## src/mem_pkg.sv

```systemverilog
package mem_pkg;

    // pipeline side widths
    localparam int DATA_W   = 32;  // register / alu word
    localparam int HALF_W   = 16;  // external sram data bus
    localparam int BE_W     = HALF_W / 8;  // byte lanes per half

    // sram addressing
    // word address lives in alu_result[20:2], sram_addr[0] picks the half
    localparam int SRAM_AW  = 20;
    localparam int WORD_AW  = SRAM_AW - 1;  // word part of sram_addr
    localparam int WORD_LSB = 2;  // byte offset bits below this are ignored

    // access size from decode
    typedef enum logic [1:0] {
        SEL_NONE = 2'b00,  // no transfer, finishes in one cycle
        SEL_BYTE = 2'b01,  // sb / lb, low lane of half 0
        SEL_HALF = 2'b10,  // sh / lh, both lanes of half 0
        SEL_WORD = 2'b11   // sw / lw, half 0 then half 1
    } mem_sel_e;

    // bus request from mem_ctrl to sram_port, valid for one setup cycle
    typedef enum logic [1:0] {
        OP_IDLE  = 2'b00,
        OP_READ  = 2'b01,
        OP_WRITE = 2'b10
    } sram_op_e;

    // controller states
    typedef enum logic [1:0] {
        ST_IDLE   = 2'b00,  // waiting for mem_read / mem_write
        ST_SETUP  = 2'b01,  // bus registers load addr, data, strobes
        ST_STROBE = 2'b10,  // ce active, write edge / read capture at end
        ST_DONE   = 2'b11   // mem_done pulse
    } ctrl_state_e;

endpackage

```

## src/mem_ctrl.sv

```systemverilog
`timescale 1ns/10ps

module mem_ctrl (
    input  logic               clk,
    input  logic               rst,
    input  logic               mem_read,   // load request, held until mem_done
    input  logic               mem_write,  // store request, held until mem_done
    input  mem_pkg::mem_sel_e  mem_sel,
    output mem_pkg::sram_op_e  op,         // to sram_port
    output logic               half_sel,   // 0 = low half, 1 = high half
    output logic               capture,    // latch sram_rdata this edge
    output logic               stall,
    output logic               mem_done
);
    import mem_pkg::*;

    ctrl_state_e state;
    ctrl_state_e state_nxt;
    logic        req;        // any request from the pipeline
    logic        is_write;   // direction, sampled in idle
    logic        half_cnt;   // which half is on the bus
    logic        last_half;  // no more halves after this strobe

    assign req = mem_read | mem_write;

    // only word accesses need a second half
    assign last_half = (mem_sel != SEL_WORD) | half_cnt;

    always_comb begin
        state_nxt = state;
        case (state)
            ST_IDLE: begin
                if (req) begin
                    // nothing to move on the bus for SEL_NONE
                    if (mem_sel == SEL_NONE)
                        state_nxt = ST_DONE;
                    else
                        state_nxt = ST_SETUP;
                end
            end
            ST_SETUP:  state_nxt = ST_STROBE;
            ST_STROBE: state_nxt = last_half ? ST_DONE : ST_SETUP;  // loop for half 1
            ST_DONE:   state_nxt = ST_IDLE;  // pipeline moves on next cycle
            default:   state_nxt = ST_IDLE;
        endcase
    end

    always_ff @(posedge clk) begin
        if (rst) begin
            state    <= ST_IDLE;
            half_cnt <= 1'b0;
            is_write <= 1'b0;
        end else begin
            state <= state_nxt;
            if (state == ST_IDLE) begin
                half_cnt <= 1'b0;
                is_write <= mem_write;  // store wins if both are raised
            end else if (state == ST_STROBE && !last_half) begin
                half_cnt <= 1'b1;  // first half of a word finished
            end
        end
    end

    // bus request is issued only in setup, port registers it for the strobe
    always_comb begin
        op = OP_IDLE;
        if (state == ST_SETUP) begin
            if (is_write)
                op = OP_WRITE;
            else
                op = OP_READ;
        end
    end

    assign half_sel = half_cnt;

    // read data is valid on the bus through the whole strobe cycle
    assign capture = (state == ST_STROBE) & ~is_write;

    assign mem_done = (state == ST_DONE);

    // hold the pipeline until the done pulse
    assign stall = req & ~mem_done;

endmodule

```

## src/store_format.sv

```systemverilog
`timescale 1ns/10ps

module store_format (
    input  logic [mem_pkg::DATA_W-1:0] din,         // rs2 store data
    input  mem_pkg::mem_sel_e          mem_sel,
    input  logic                       half_sel,    // half currently sequenced
    output logic [mem_pkg::HALF_W-1:0] half_wdata,  // to sram_port
    output logic [mem_pkg::BE_W-1:0]   half_be      // byte lanes, bit 0 = low byte
);
    import mem_pkg::*;

    // little endian, half 0 holds din[15:0]
    always_comb begin
        half_wdata = '0;
        half_be    = '0;
        case (mem_sel)
            SEL_BYTE: begin
                half_wdata = {{(HALF_W-8){1'b0}}, din[7:0]};
                half_be    = 2'b01;  // low lane only
            end
            SEL_HALF: begin
                half_wdata = din[HALF_W-1:0];
                half_be    = '1;
            end
            SEL_WORD: begin
                // two passes, low half first
                if (half_sel)
                    half_wdata = din[DATA_W-1:HALF_W];
                else
                    half_wdata = din[HALF_W-1:0];
                half_be = '1;
            end
            default: begin
                half_wdata = '0;  // SEL_NONE, nothing written
                half_be    = '0;
            end
        endcase
    end

endmodule

```

## src/sram_port.sv

```systemverilog
`timescale 1ns/10ps

module sram_port (
    input  logic                        clk,
    input  logic                        rst,
    input  mem_pkg::sram_op_e           op,          // from mem_ctrl, setup cycle only
    input  logic                        half_sel,
    input  logic                        capture,
    input  logic [mem_pkg::WORD_AW-1:0] word_addr,   // alu_result[20:2]
    input  logic [mem_pkg::HALF_W-1:0]  half_wdata,
    input  logic [mem_pkg::BE_W-1:0]    half_be,
    input  logic [mem_pkg::HALF_W-1:0]  sram_rdata,  // async read data
    output logic [mem_pkg::SRAM_AW-1:0] sram_addr,
    output logic [mem_pkg::HALF_W-1:0]  sram_wdata,
    output logic [mem_pkg::BE_W-1:0]    sram_be,
    output logic                        ce,
    output logic                        we,
    output logic                        oe,
    output logic [mem_pkg::DATA_W-1:0]  load_word    // assembled read data
);
    import mem_pkg::*;

    // strobes, registered so the sram sees clean levels
    // op lasts one cycle so ce/we/oe pulse for one strobe cycle per half
    always_ff @(posedge clk) begin
        if (rst) begin
            ce <= 1'b0;
            we <= 1'b0;
            oe <= 1'b0;
        end else begin
            ce <= (op != OP_IDLE);
            we <= (op == OP_WRITE);
            oe <= (op == OP_READ);
        end
    end

    // address and write data, loaded together with the strobes
    always_ff @(posedge clk) begin
        if (op != OP_IDLE) begin
            sram_addr  <= {word_addr, half_sel};
            sram_wdata <= half_wdata;
            if (op == OP_WRITE)
                sram_be <= half_be;
            else
                sram_be <= '1;  // reads drive all lanes
        end
    end

    // read assembly
    // upper half cleared on the first setup so short loads read back zero
    always_ff @(posedge clk) begin
        if (op == OP_READ && !half_sel)
            load_word[DATA_W-1:HALF_W] <= '0;
        if (capture) begin
            if (half_sel)
                load_word[DATA_W-1:HALF_W] <= sram_rdata;
            else
                load_word[HALF_W-1:0] <= sram_rdata;
        end
    end

endmodule

```

## src/load_format.sv

```systemverilog
`timescale 1ns/10ps

module load_format (
    input  logic [mem_pkg::DATA_W-1:0] load_word,   // raw halves from sram_port
    input  logic [mem_pkg::DATA_W-1:0] alu_result,
    input  logic [mem_pkg::DATA_W-1:0] imme,
    input  mem_pkg::mem_sel_e          mem_sel,
    input  logic                       mem_to_reg,  // writeback takes memory data
    input  logic                       lui_sig,     // writeback takes imme << 16
    output logic [mem_pkg::DATA_W-1:0] dout         // writeback value
);
    import mem_pkg::*;

    logic [DATA_W-1:0] load_val;  // zero extended load result
    logic [DATA_W-1:0] lui_val;

    // zero extension only, no signed loads
    always_comb begin
        case (mem_sel)
            SEL_BYTE: load_val = {{(DATA_W-8){1'b0}}, load_word[7:0]};
            SEL_HALF: load_val = {{(DATA_W-HALF_W){1'b0}}, load_word[HALF_W-1:0]};
            SEL_WORD: load_val = load_word;
            default:  load_val = '0;  // SEL_NONE reads nothing
        endcase
    end

    assign lui_val = {imme[HALF_W-1:0], {HALF_W{1'b0}}};  // upper immediate

    // lui first, then load data, else pass the alu result through
    always_comb begin
        if (lui_sig)
            dout = lui_val;
        else if (mem_to_reg)
            dout = load_val;
        else
            dout = alu_result;
    end

endmodule

```

## src/mem_stage.sv

```systemverilog
`timescale 1ns/10ps

module mem_stage (
    input  logic                        clk,
    input  logic                        rst,
    input  logic [mem_pkg::DATA_W-1:0]  alu_result,  // effective address or result
    input  logic [mem_pkg::DATA_W-1:0]  din,         // store data
    input  logic [mem_pkg::DATA_W-1:0]  imme,
    input  logic                        mem_read,
    input  logic                        mem_write,
    input  logic                        mem_to_reg,
    input  mem_pkg::mem_sel_e           mem_sel,
    input  logic                        lui_sig,
    input  logic [mem_pkg::HALF_W-1:0]  sram_rdata,
    output logic [mem_pkg::SRAM_AW-1:0] sram_addr,
    output logic [mem_pkg::HALF_W-1:0]  sram_wdata,
    output logic [mem_pkg::BE_W-1:0]    sram_be,
    output logic                        ce,
    output logic                        we,
    output logic                        oe,
    output logic [mem_pkg::DATA_W-1:0]  dout,
    output logic                        stall,
    output logic                        mem_done
);
    import mem_pkg::*;

    sram_op_e          op;
    logic              half_sel;
    logic              capture;
    logic [WORD_AW-1:0] word_addr;
    logic [HALF_W-1:0] half_wdata;
    logic [BE_W-1:0]   half_be;
    logic [DATA_W-1:0] load_word;

    // word aligned only, byte offset dropped
    assign word_addr = alu_result[WORD_LSB +: WORD_AW];

    // sequencing of the one or two half accesses
    mem_ctrl mem_ctrl_inst (
        .clk       (clk),
        .rst       (rst),
        .mem_read  (mem_read),
        .mem_write (mem_write),
        .mem_sel   (mem_sel),
        .op        (op),
        .half_sel  (half_sel),
        .capture   (capture),
        .stall     (stall),
        .mem_done  (mem_done)
    );

    store_format store_format_inst (
        .din        (din),
        .mem_sel    (mem_sel),
        .half_sel   (half_sel),
        .half_wdata (half_wdata),
        .half_be    (half_be)
    );

    // external bus registers and read capture
    sram_port sram_port_inst (
        .clk        (clk),
        .rst        (rst),
        .op         (op),
        .half_sel   (half_sel),
        .capture    (capture),
        .word_addr  (word_addr),
        .half_wdata (half_wdata),
        .half_be    (half_be),
        .sram_rdata (sram_rdata),
        .sram_addr  (sram_addr),
        .sram_wdata (sram_wdata),
        .sram_be    (sram_be),
        .ce         (ce),
        .we         (we),
        .oe         (oe),
        .load_word  (load_word)
    );

    load_format load_format_inst (
        .load_word  (load_word),
        .alu_result (alu_result),
        .imme       (imme),
        .mem_sel    (mem_sel),
        .mem_to_reg (mem_to_reg),
        .lui_sig    (lui_sig),
        .dout       (dout)
    );

endmodule

```

## config.mk

```make
export PLATFORM = sky130hd
export DESIGN_NAME = mem_stage
export DESIGN_NICKNAME = d
export VERILOG_FILES = /design/src/mem_pkg.sv /design/src/mem_ctrl.sv /design/src/store_format.sv /design/src/sram_port.sv /design/src/load_format.sv /design/src/mem_stage.sv
export SDC_FILE = /design/constraint.sdc
export NUM_CORES = 1
export LEC_CHECK = 0
export BUFFER_PORTS_ARGS = -buffer_cell sky130_fd_sc_hd__buf_4
export CORE_ASPECT_RATIO = 1.4
export CORE_MARGIN = 10
export CORE_UTILIZATION = 41
export CTS_CLUSTER_SIZE = 16
export DETAILED_ROUTE_END_ITERATION = 6
export PLACE_DENSITY = 0.76
export SETUP_SLACK_MARGIN = 0.2
export SYNTH_ARGS = -nofsm -noshare
export SYNTH_HDL_FRONTEND = slang
export SYNTH_SLANG_ARGS = --single-unit
```

## constraint.sdc

```tcl
create_clock -name clk -period 3.08 [get_ports clk]
set_input_delay 0.616 -clock clk [delete_from_list [all_inputs] [get_ports clk]]
set_output_delay 0.616 -clock clk [all_outputs]
set_load 0.01 [all_outputs]
```

# After elaboration in Yosys (flattened, before gate mapping)
# Cells that the tools add are included.
dict set report totals {
  inputBits 120
  word_cells 54
  rom_bits 0
  n_memories 0
  ram_bits 0
  out_inout_bits 75
  latchBits 0
  reg_bits 77
}
dict set report op_classes {
  magnitude_cmp 0
  shift 0
  n_addsub 0
  mul 0
  muxes 16
  bitwise 7
  reduce_logical 10
  eq_ne 10
  div 0
}
# cell count
set op_table {}
lappend op_table {{$mux 32} 3}
lappend op_table {{$pmux 32 s3} 1}
lappend op_table {{$mux 16} 4}
lappend op_table {{$pmux 16 s3} 1}
lappend op_table {{$eq 2x2->1 const B} 5}
lappend op_table {{$mux 2} 5}
lappend op_table {{$pmux 2 s4} 1}
lappend op_table {{$eq 2x1->1 const B} 3}
lappend op_table {{$logic_not 2->1} 2}
lappend op_table {{$pmux 2 s2} 1}
lappend op_table {{$reduce_or 2->1} 2}
lappend op_table {{$not 1->1} 3}
lappend op_table {{$and 1x1->1} 2}
lappend op_table {{$logic_and 1x1->1} 2}
lappend op_table {{$logic_not 1->1} 2}
lappend op_table {{$ne 2x1->1 const B} 1}
lappend op_table {{$ne 2x2->1 const B} 1}
lappend op_table {{$or 1x1->1} 2}
lappend op_table {{$reduce_and 2->1} 1}
lappend op_table {{$reduce_bool 2->1} 1}

# Logic depth before layout (Yosys ltp)
dict set report depth {
  ltp_word 7
  mapped_depth 6
  depth_no_buf 3
}

# Modules after synthesis
# Synthesis repeated with hierarchy kept, for this count alone.
dict set report hier_totals {
  cells_unflattened 322
  hier_area_um2 3851.2
}
# mod n_inst cells_per_inst area_each_um2 seq_area_each_um2
set by_module_without_submodules {}
lappend by_module_without_submodules {sram_port 1 136 2549.9 2001.9}
lappend by_module_without_submodules {load_format 1 96 631.9 0.0}
lappend by_module_without_submodules {store_format 1 68 481.7 0.0}
lappend by_module_without_submodules {mem_ctrl 1 22 187.7 80.1}

# Worst setup path before layout
# Ideal clock, no wire load.
dict set report synth_path {
  path_kind {register to register}
  start {register mem_ctrl_inst.state[1]}
  end {register sram_port_inst.load_word[0] in the netlist's numbering (enable)}
  n_path_buf 1
  synth_period_minus_slack_ns 2.260
  stages_incl_launch_ff 4
  arrival_ns 1.848
  path_slack_ns 0.820
  required_time_ns 2.667
  setup_time_ns 0.413
  path_cell_list {dfxtp_1 > buf_2 > nor2b_1 > nor3b_1}
}
dict set report synth_via {
  elab_chain_cells 3
}
# element line
set synth_lines {}
lappend synth_lines {{from (decl)} mem_ctrl.sv:17} ;# ctrl_state_e state;
lappend synth_lines {{from (signal assigned)} mem_ctrl.sv:54} ;# state <= state_nxt;
lappend synth_lines {{$eq 2x2->1} mem_ctrl.sv:78} ;# assign capture = (state == ST_STROBE) & ~is_write;
lappend synth_lines {{$and 1x1->1} mem_ctrl.sv:78}
lappend synth_lines {{$reduce_and 2->1 (no source line)} -}
lappend synth_lines {{to (signal, indexed assignment)} sram_port.sv:56} ;# load_word[DATA_W-1:HALF_W] <= sram_rdata;
lappend synth_lines {{to (signal, indexed assignment)} sram_port.sv:58} ;# load_word[HALF_W-1:0] <= sram_rdata;
lappend synth_lines {{to (decl)} sram_port.sv:19} ;# output logic [mem_pkg::DATA_W-1:0] load_word
# Every way passes these cells.
# A chain may end at the register's enable or synchronous reset.

# Final worst setup path
dict set report layout_path {
  start {input mem_sel[0]}
  end {output dout[19] in the netlist's numbering}
}
dict set report layout_via {
  elab_chain_cells 4
  elab_cells_between_ends 6
  cone_classes {3 x eq/ne; 3 x mux}
}
# element line
set layout_lines {}
lappend layout_lines {{from (decl)} mem_stage.sv:12} ;# input mem_pkg::mem_sel_e mem_sel,
lappend layout_lines {{$eq 2x2->1 or $eq 2x1->1 (tied branches)} load_format.sv:19} ;# case (mem_sel)
lappend layout_lines {{$pmux 32 s3 *} load_format.sv:19}
lappend layout_lines {{$mux 32 *} load_format.sv:33} ;# else if (mem_to_reg)
lappend layout_lines {{$mux 32 *} load_format.sv:31} ;# if (lui_sig)
lappend layout_lines {{to (decl)} mem_stage.sv:21} ;# output logic [mem_pkg::DATA_W-1:0] dout,
# Mark *: on every way between the ends. The rest lies on a longest branch, timed or not.

==> results.json <==
{
  "status": "finished clean",
  "cp-end-kind": "output pin",
  "grt_max_degree": 49,
  "crit_arrival_ns": 1.75,
  "power.static_leakage_nw": 2.141,
  "setup_viol": 0,
  "fmax_mhz": 422.3,
  "fp.dieArea_um2": 12300,
  "crit_required_ns": 2.46,
  "post-cts-setup-buffers": 0,
  "cts_resized": 0,
  "crit_path_top_delay_cell": "buf_4",
  "num_vias": 2974,
  "track_usage_pct": 17.13,
  "cts_hold_buf": 0,
  "ios": 195,
  "final_common_cell": "buf_4",
  "h-tree-depth": 3,
  "cts_tree": "built",
  "final.setup.tns_ns": 0,
  "yosys_warnings": 0,
  "nets": 594,
  "start_kind": "input port",
  "via_per_inst": 5.119,
  "dr.pass1.iters": 4,
  "critPathBufInv": 3,
  "ant_nets": 0,
  "die_y_um": 127.3,
  "fillers": 699,
  "crit_fanout": 23,
  "worstHoldStart": "sram_port_inst.load_word[31]$_DFF_P_",
  "place_congestion": 0.8750,
  "cts-buffers-inserted": 9,
  "cts.reportedPaths.clkPinSlew_ns": 0.05,
  "cp_cell_sequence": "buf_4 -> and3_1 -> buf_4 -> a21oi_1 -> o21ai_0 -> buf_4",
  "root_buffer": "clkbuf_16",
  "slew_viol_final": 0,
  "critPathLaunch": "mem_sel[0]",
  "drc": 0,
  "grt_pass1_wl_um": 17130,
  "diodes": 0,
  "dp_hpwl_um": 8530,
  "ys_ff_latch": 77,
  "critical_path_class": "in2out",
  "clk_path_buf_depth": 2,
  "syn2layout_area_growth_pct": 49.35,
  "syn_area_um2": 3369,
  "drtIter0Drc": 133,
  "core_um2": 8100,
  "period_needed_ns": 2.368,
  "hold_violations": 0,
  "period_share_pct": 76.89,
  "syn_inst": 302,
  "final_cell_mix": "183 x buf_4, 54 x edfxtp_1, 44 x a21oi_1",
  "rr_startpoint": "mem_ctrl_inst.half_sel$_SDFFE_PP0P_",
  "clock_skew_ns": 0.005208,
  "ys_seq_area_share_pct": 61.79,
  "ir_drop_mv": 0.3083,
  "timing.hold.ws_ns": 0.4736,
  "maxSlewHeadroom_pct": 57.71,
  "cp_top_family": "buffers and inverters",
  "core.rowCount": 39,
  "clock-sinks": 77,
  "insertion_delay_ns": 0.32,
  "synth_area_per_cell_um2": 11.16,
  "worst_slew_pin_slew_ns": 0.6343,
  "syn-num-nets": 422,
  "powerDensity_nw_per_um2": 509.7,
  "grt-ovfl-total": 0,
  "die_x_um": 96.62,
  "initial_core_util_pct": 41.60,
  "hold_class": "reg2reg",
  "cp_common_cell": "buf_4",
  "max_cap_viol_count": 0,
  "grt_pass1_vias": 3225,
  "drive_gt1_share_pct": 43.63,
  "wl_per_cell_um": 18.85,
  "rsz0062_at_grt": "no",
  "antenna_found_initial": 0,
  "synth.distinct_cells": 31,
  "wl_um": 10950,
  "max_stage_delay_ns": 0.24,
  "numPortBuffers": 178
}
## logic make-up (layout without fill, tap and decap cells)
| logic type | Yosys count | in the layout | share of synthesized area [%] |
|---|---|---|---|
| AO/OA/AOI/OAI | 95 | 95 | 18.42 |
| flip-flops | 77 | 77 | 61.79 |
| AND/OR/NAND/NOR | 106 | 106 | 16.27 |
| buffers and inverters | 24 | 201 | 3.527 |
## state kept, by name, indices dropped and copies added (netlist names)
register and flops:
sram_port_inst.sram_be 2, sram_port_inst.ce 1, mem_ctrl_inst.is_write 1, sram_port_inst.sram_wdata 16
mem_ctrl_inst.half_sel 1, sram_port_inst.sram_addr 20, mem_ctrl_inst.state 2, sram_port_inst.load_word 32
sram_port_inst.we 1, sram_port_inst.oe 1
## power breakdown
part	internal, mW	switching, mW
clock network	0.567	0.369
logic	0.219	0.203
registers	1.18	0.0270
total	1.97	0.598
## cell type report
cell class / count / area, um2 / area share [%]
Clock buffer: 14 / 254.0 / 5.047
Inverter: 2 / 7.507 / 0.1492
Tap cell: 102 / 127.6 / 2.536
Clock inverter: 2 / 12.51 / 0.2486
Sequential cell: 77 / 2082 / 41.37
Multi-Input combinational cell: 201 / 1175 / 23.35
Timing Repair Buffer: 183 / 1374 / 27.30
## Yosys cell counts
master    number  area, um2
or2_1          1      6.260
a22o_1        22      192.7
clkbuf_2       1      5.000
buf_2          4      20.02
dfxtp_1       23      460.4
o21ai_0       16      80.08
nand2_1       26      97.59
and3_1         1      6.260
buf_6          3      33.78
nor2b_1       25      156.4
nand3_1       18      90.09
nor2_1        13      48.80
nor3_1         4      20.02
nand2b_1       8      50.05
clkbuf_1      13      48.80
a21oi_4        1      16.27
buf_1          1      3.750
inv_1          1      3.750
and2_1         4      25.02
nor3b_1        1      7.510
and2b_1        1      7.510
a31oi_1        1      6.260
or3_1          1      6.260
nand3b_1       1      7.510
and4bb_1       1      12.51
a22o_2        10      100.1
nor4_1         1      6.260
a21oi_1       44      220.2
edfxtp_1      54       1622
inv_2          1      3.750
o21ai_1        1      5.000
## stage by stage
step	power, mW	cell area [um2]	util (%)	worst slack [ns]	std cells
after global routing	2.677	5032	62.13	0.6233	581
after floorplan	1.403	3369	-	0.8196	302
final	2.565	5032	62.13	0.7118	581
after detailed placement	1.655	4766	58.84	0.7270	565
after global placement	1.643	4766	58.84	0.7713	565
after CTS	2.595	5032	62.13	0.7225	581
## layer usage
layer,GRT usage (%),up-vias,wire [um]
li1,-,1443,-
met1,19.39,1389,4468
met2,29.50,134,5622
met3,4.962,8,689
met4,7.224,0,169
met5,0,-,0
## final timing paths
path | to | slack, ns | cells after the start
min reg2reg | sram_port_inst.load_word[31]$_DFF_P_ | 0.47 | 1
min | sram_port_inst.load_word[31]$_DFF_P_ | 0.47 | 1
max | dout[19] | 0.71 | 6
max reg2reg | sram_port_inst.load_word[29]$_DFF_P_ | 1.39 | 4
Note: power is estimated with default switching activity, not from simulation.
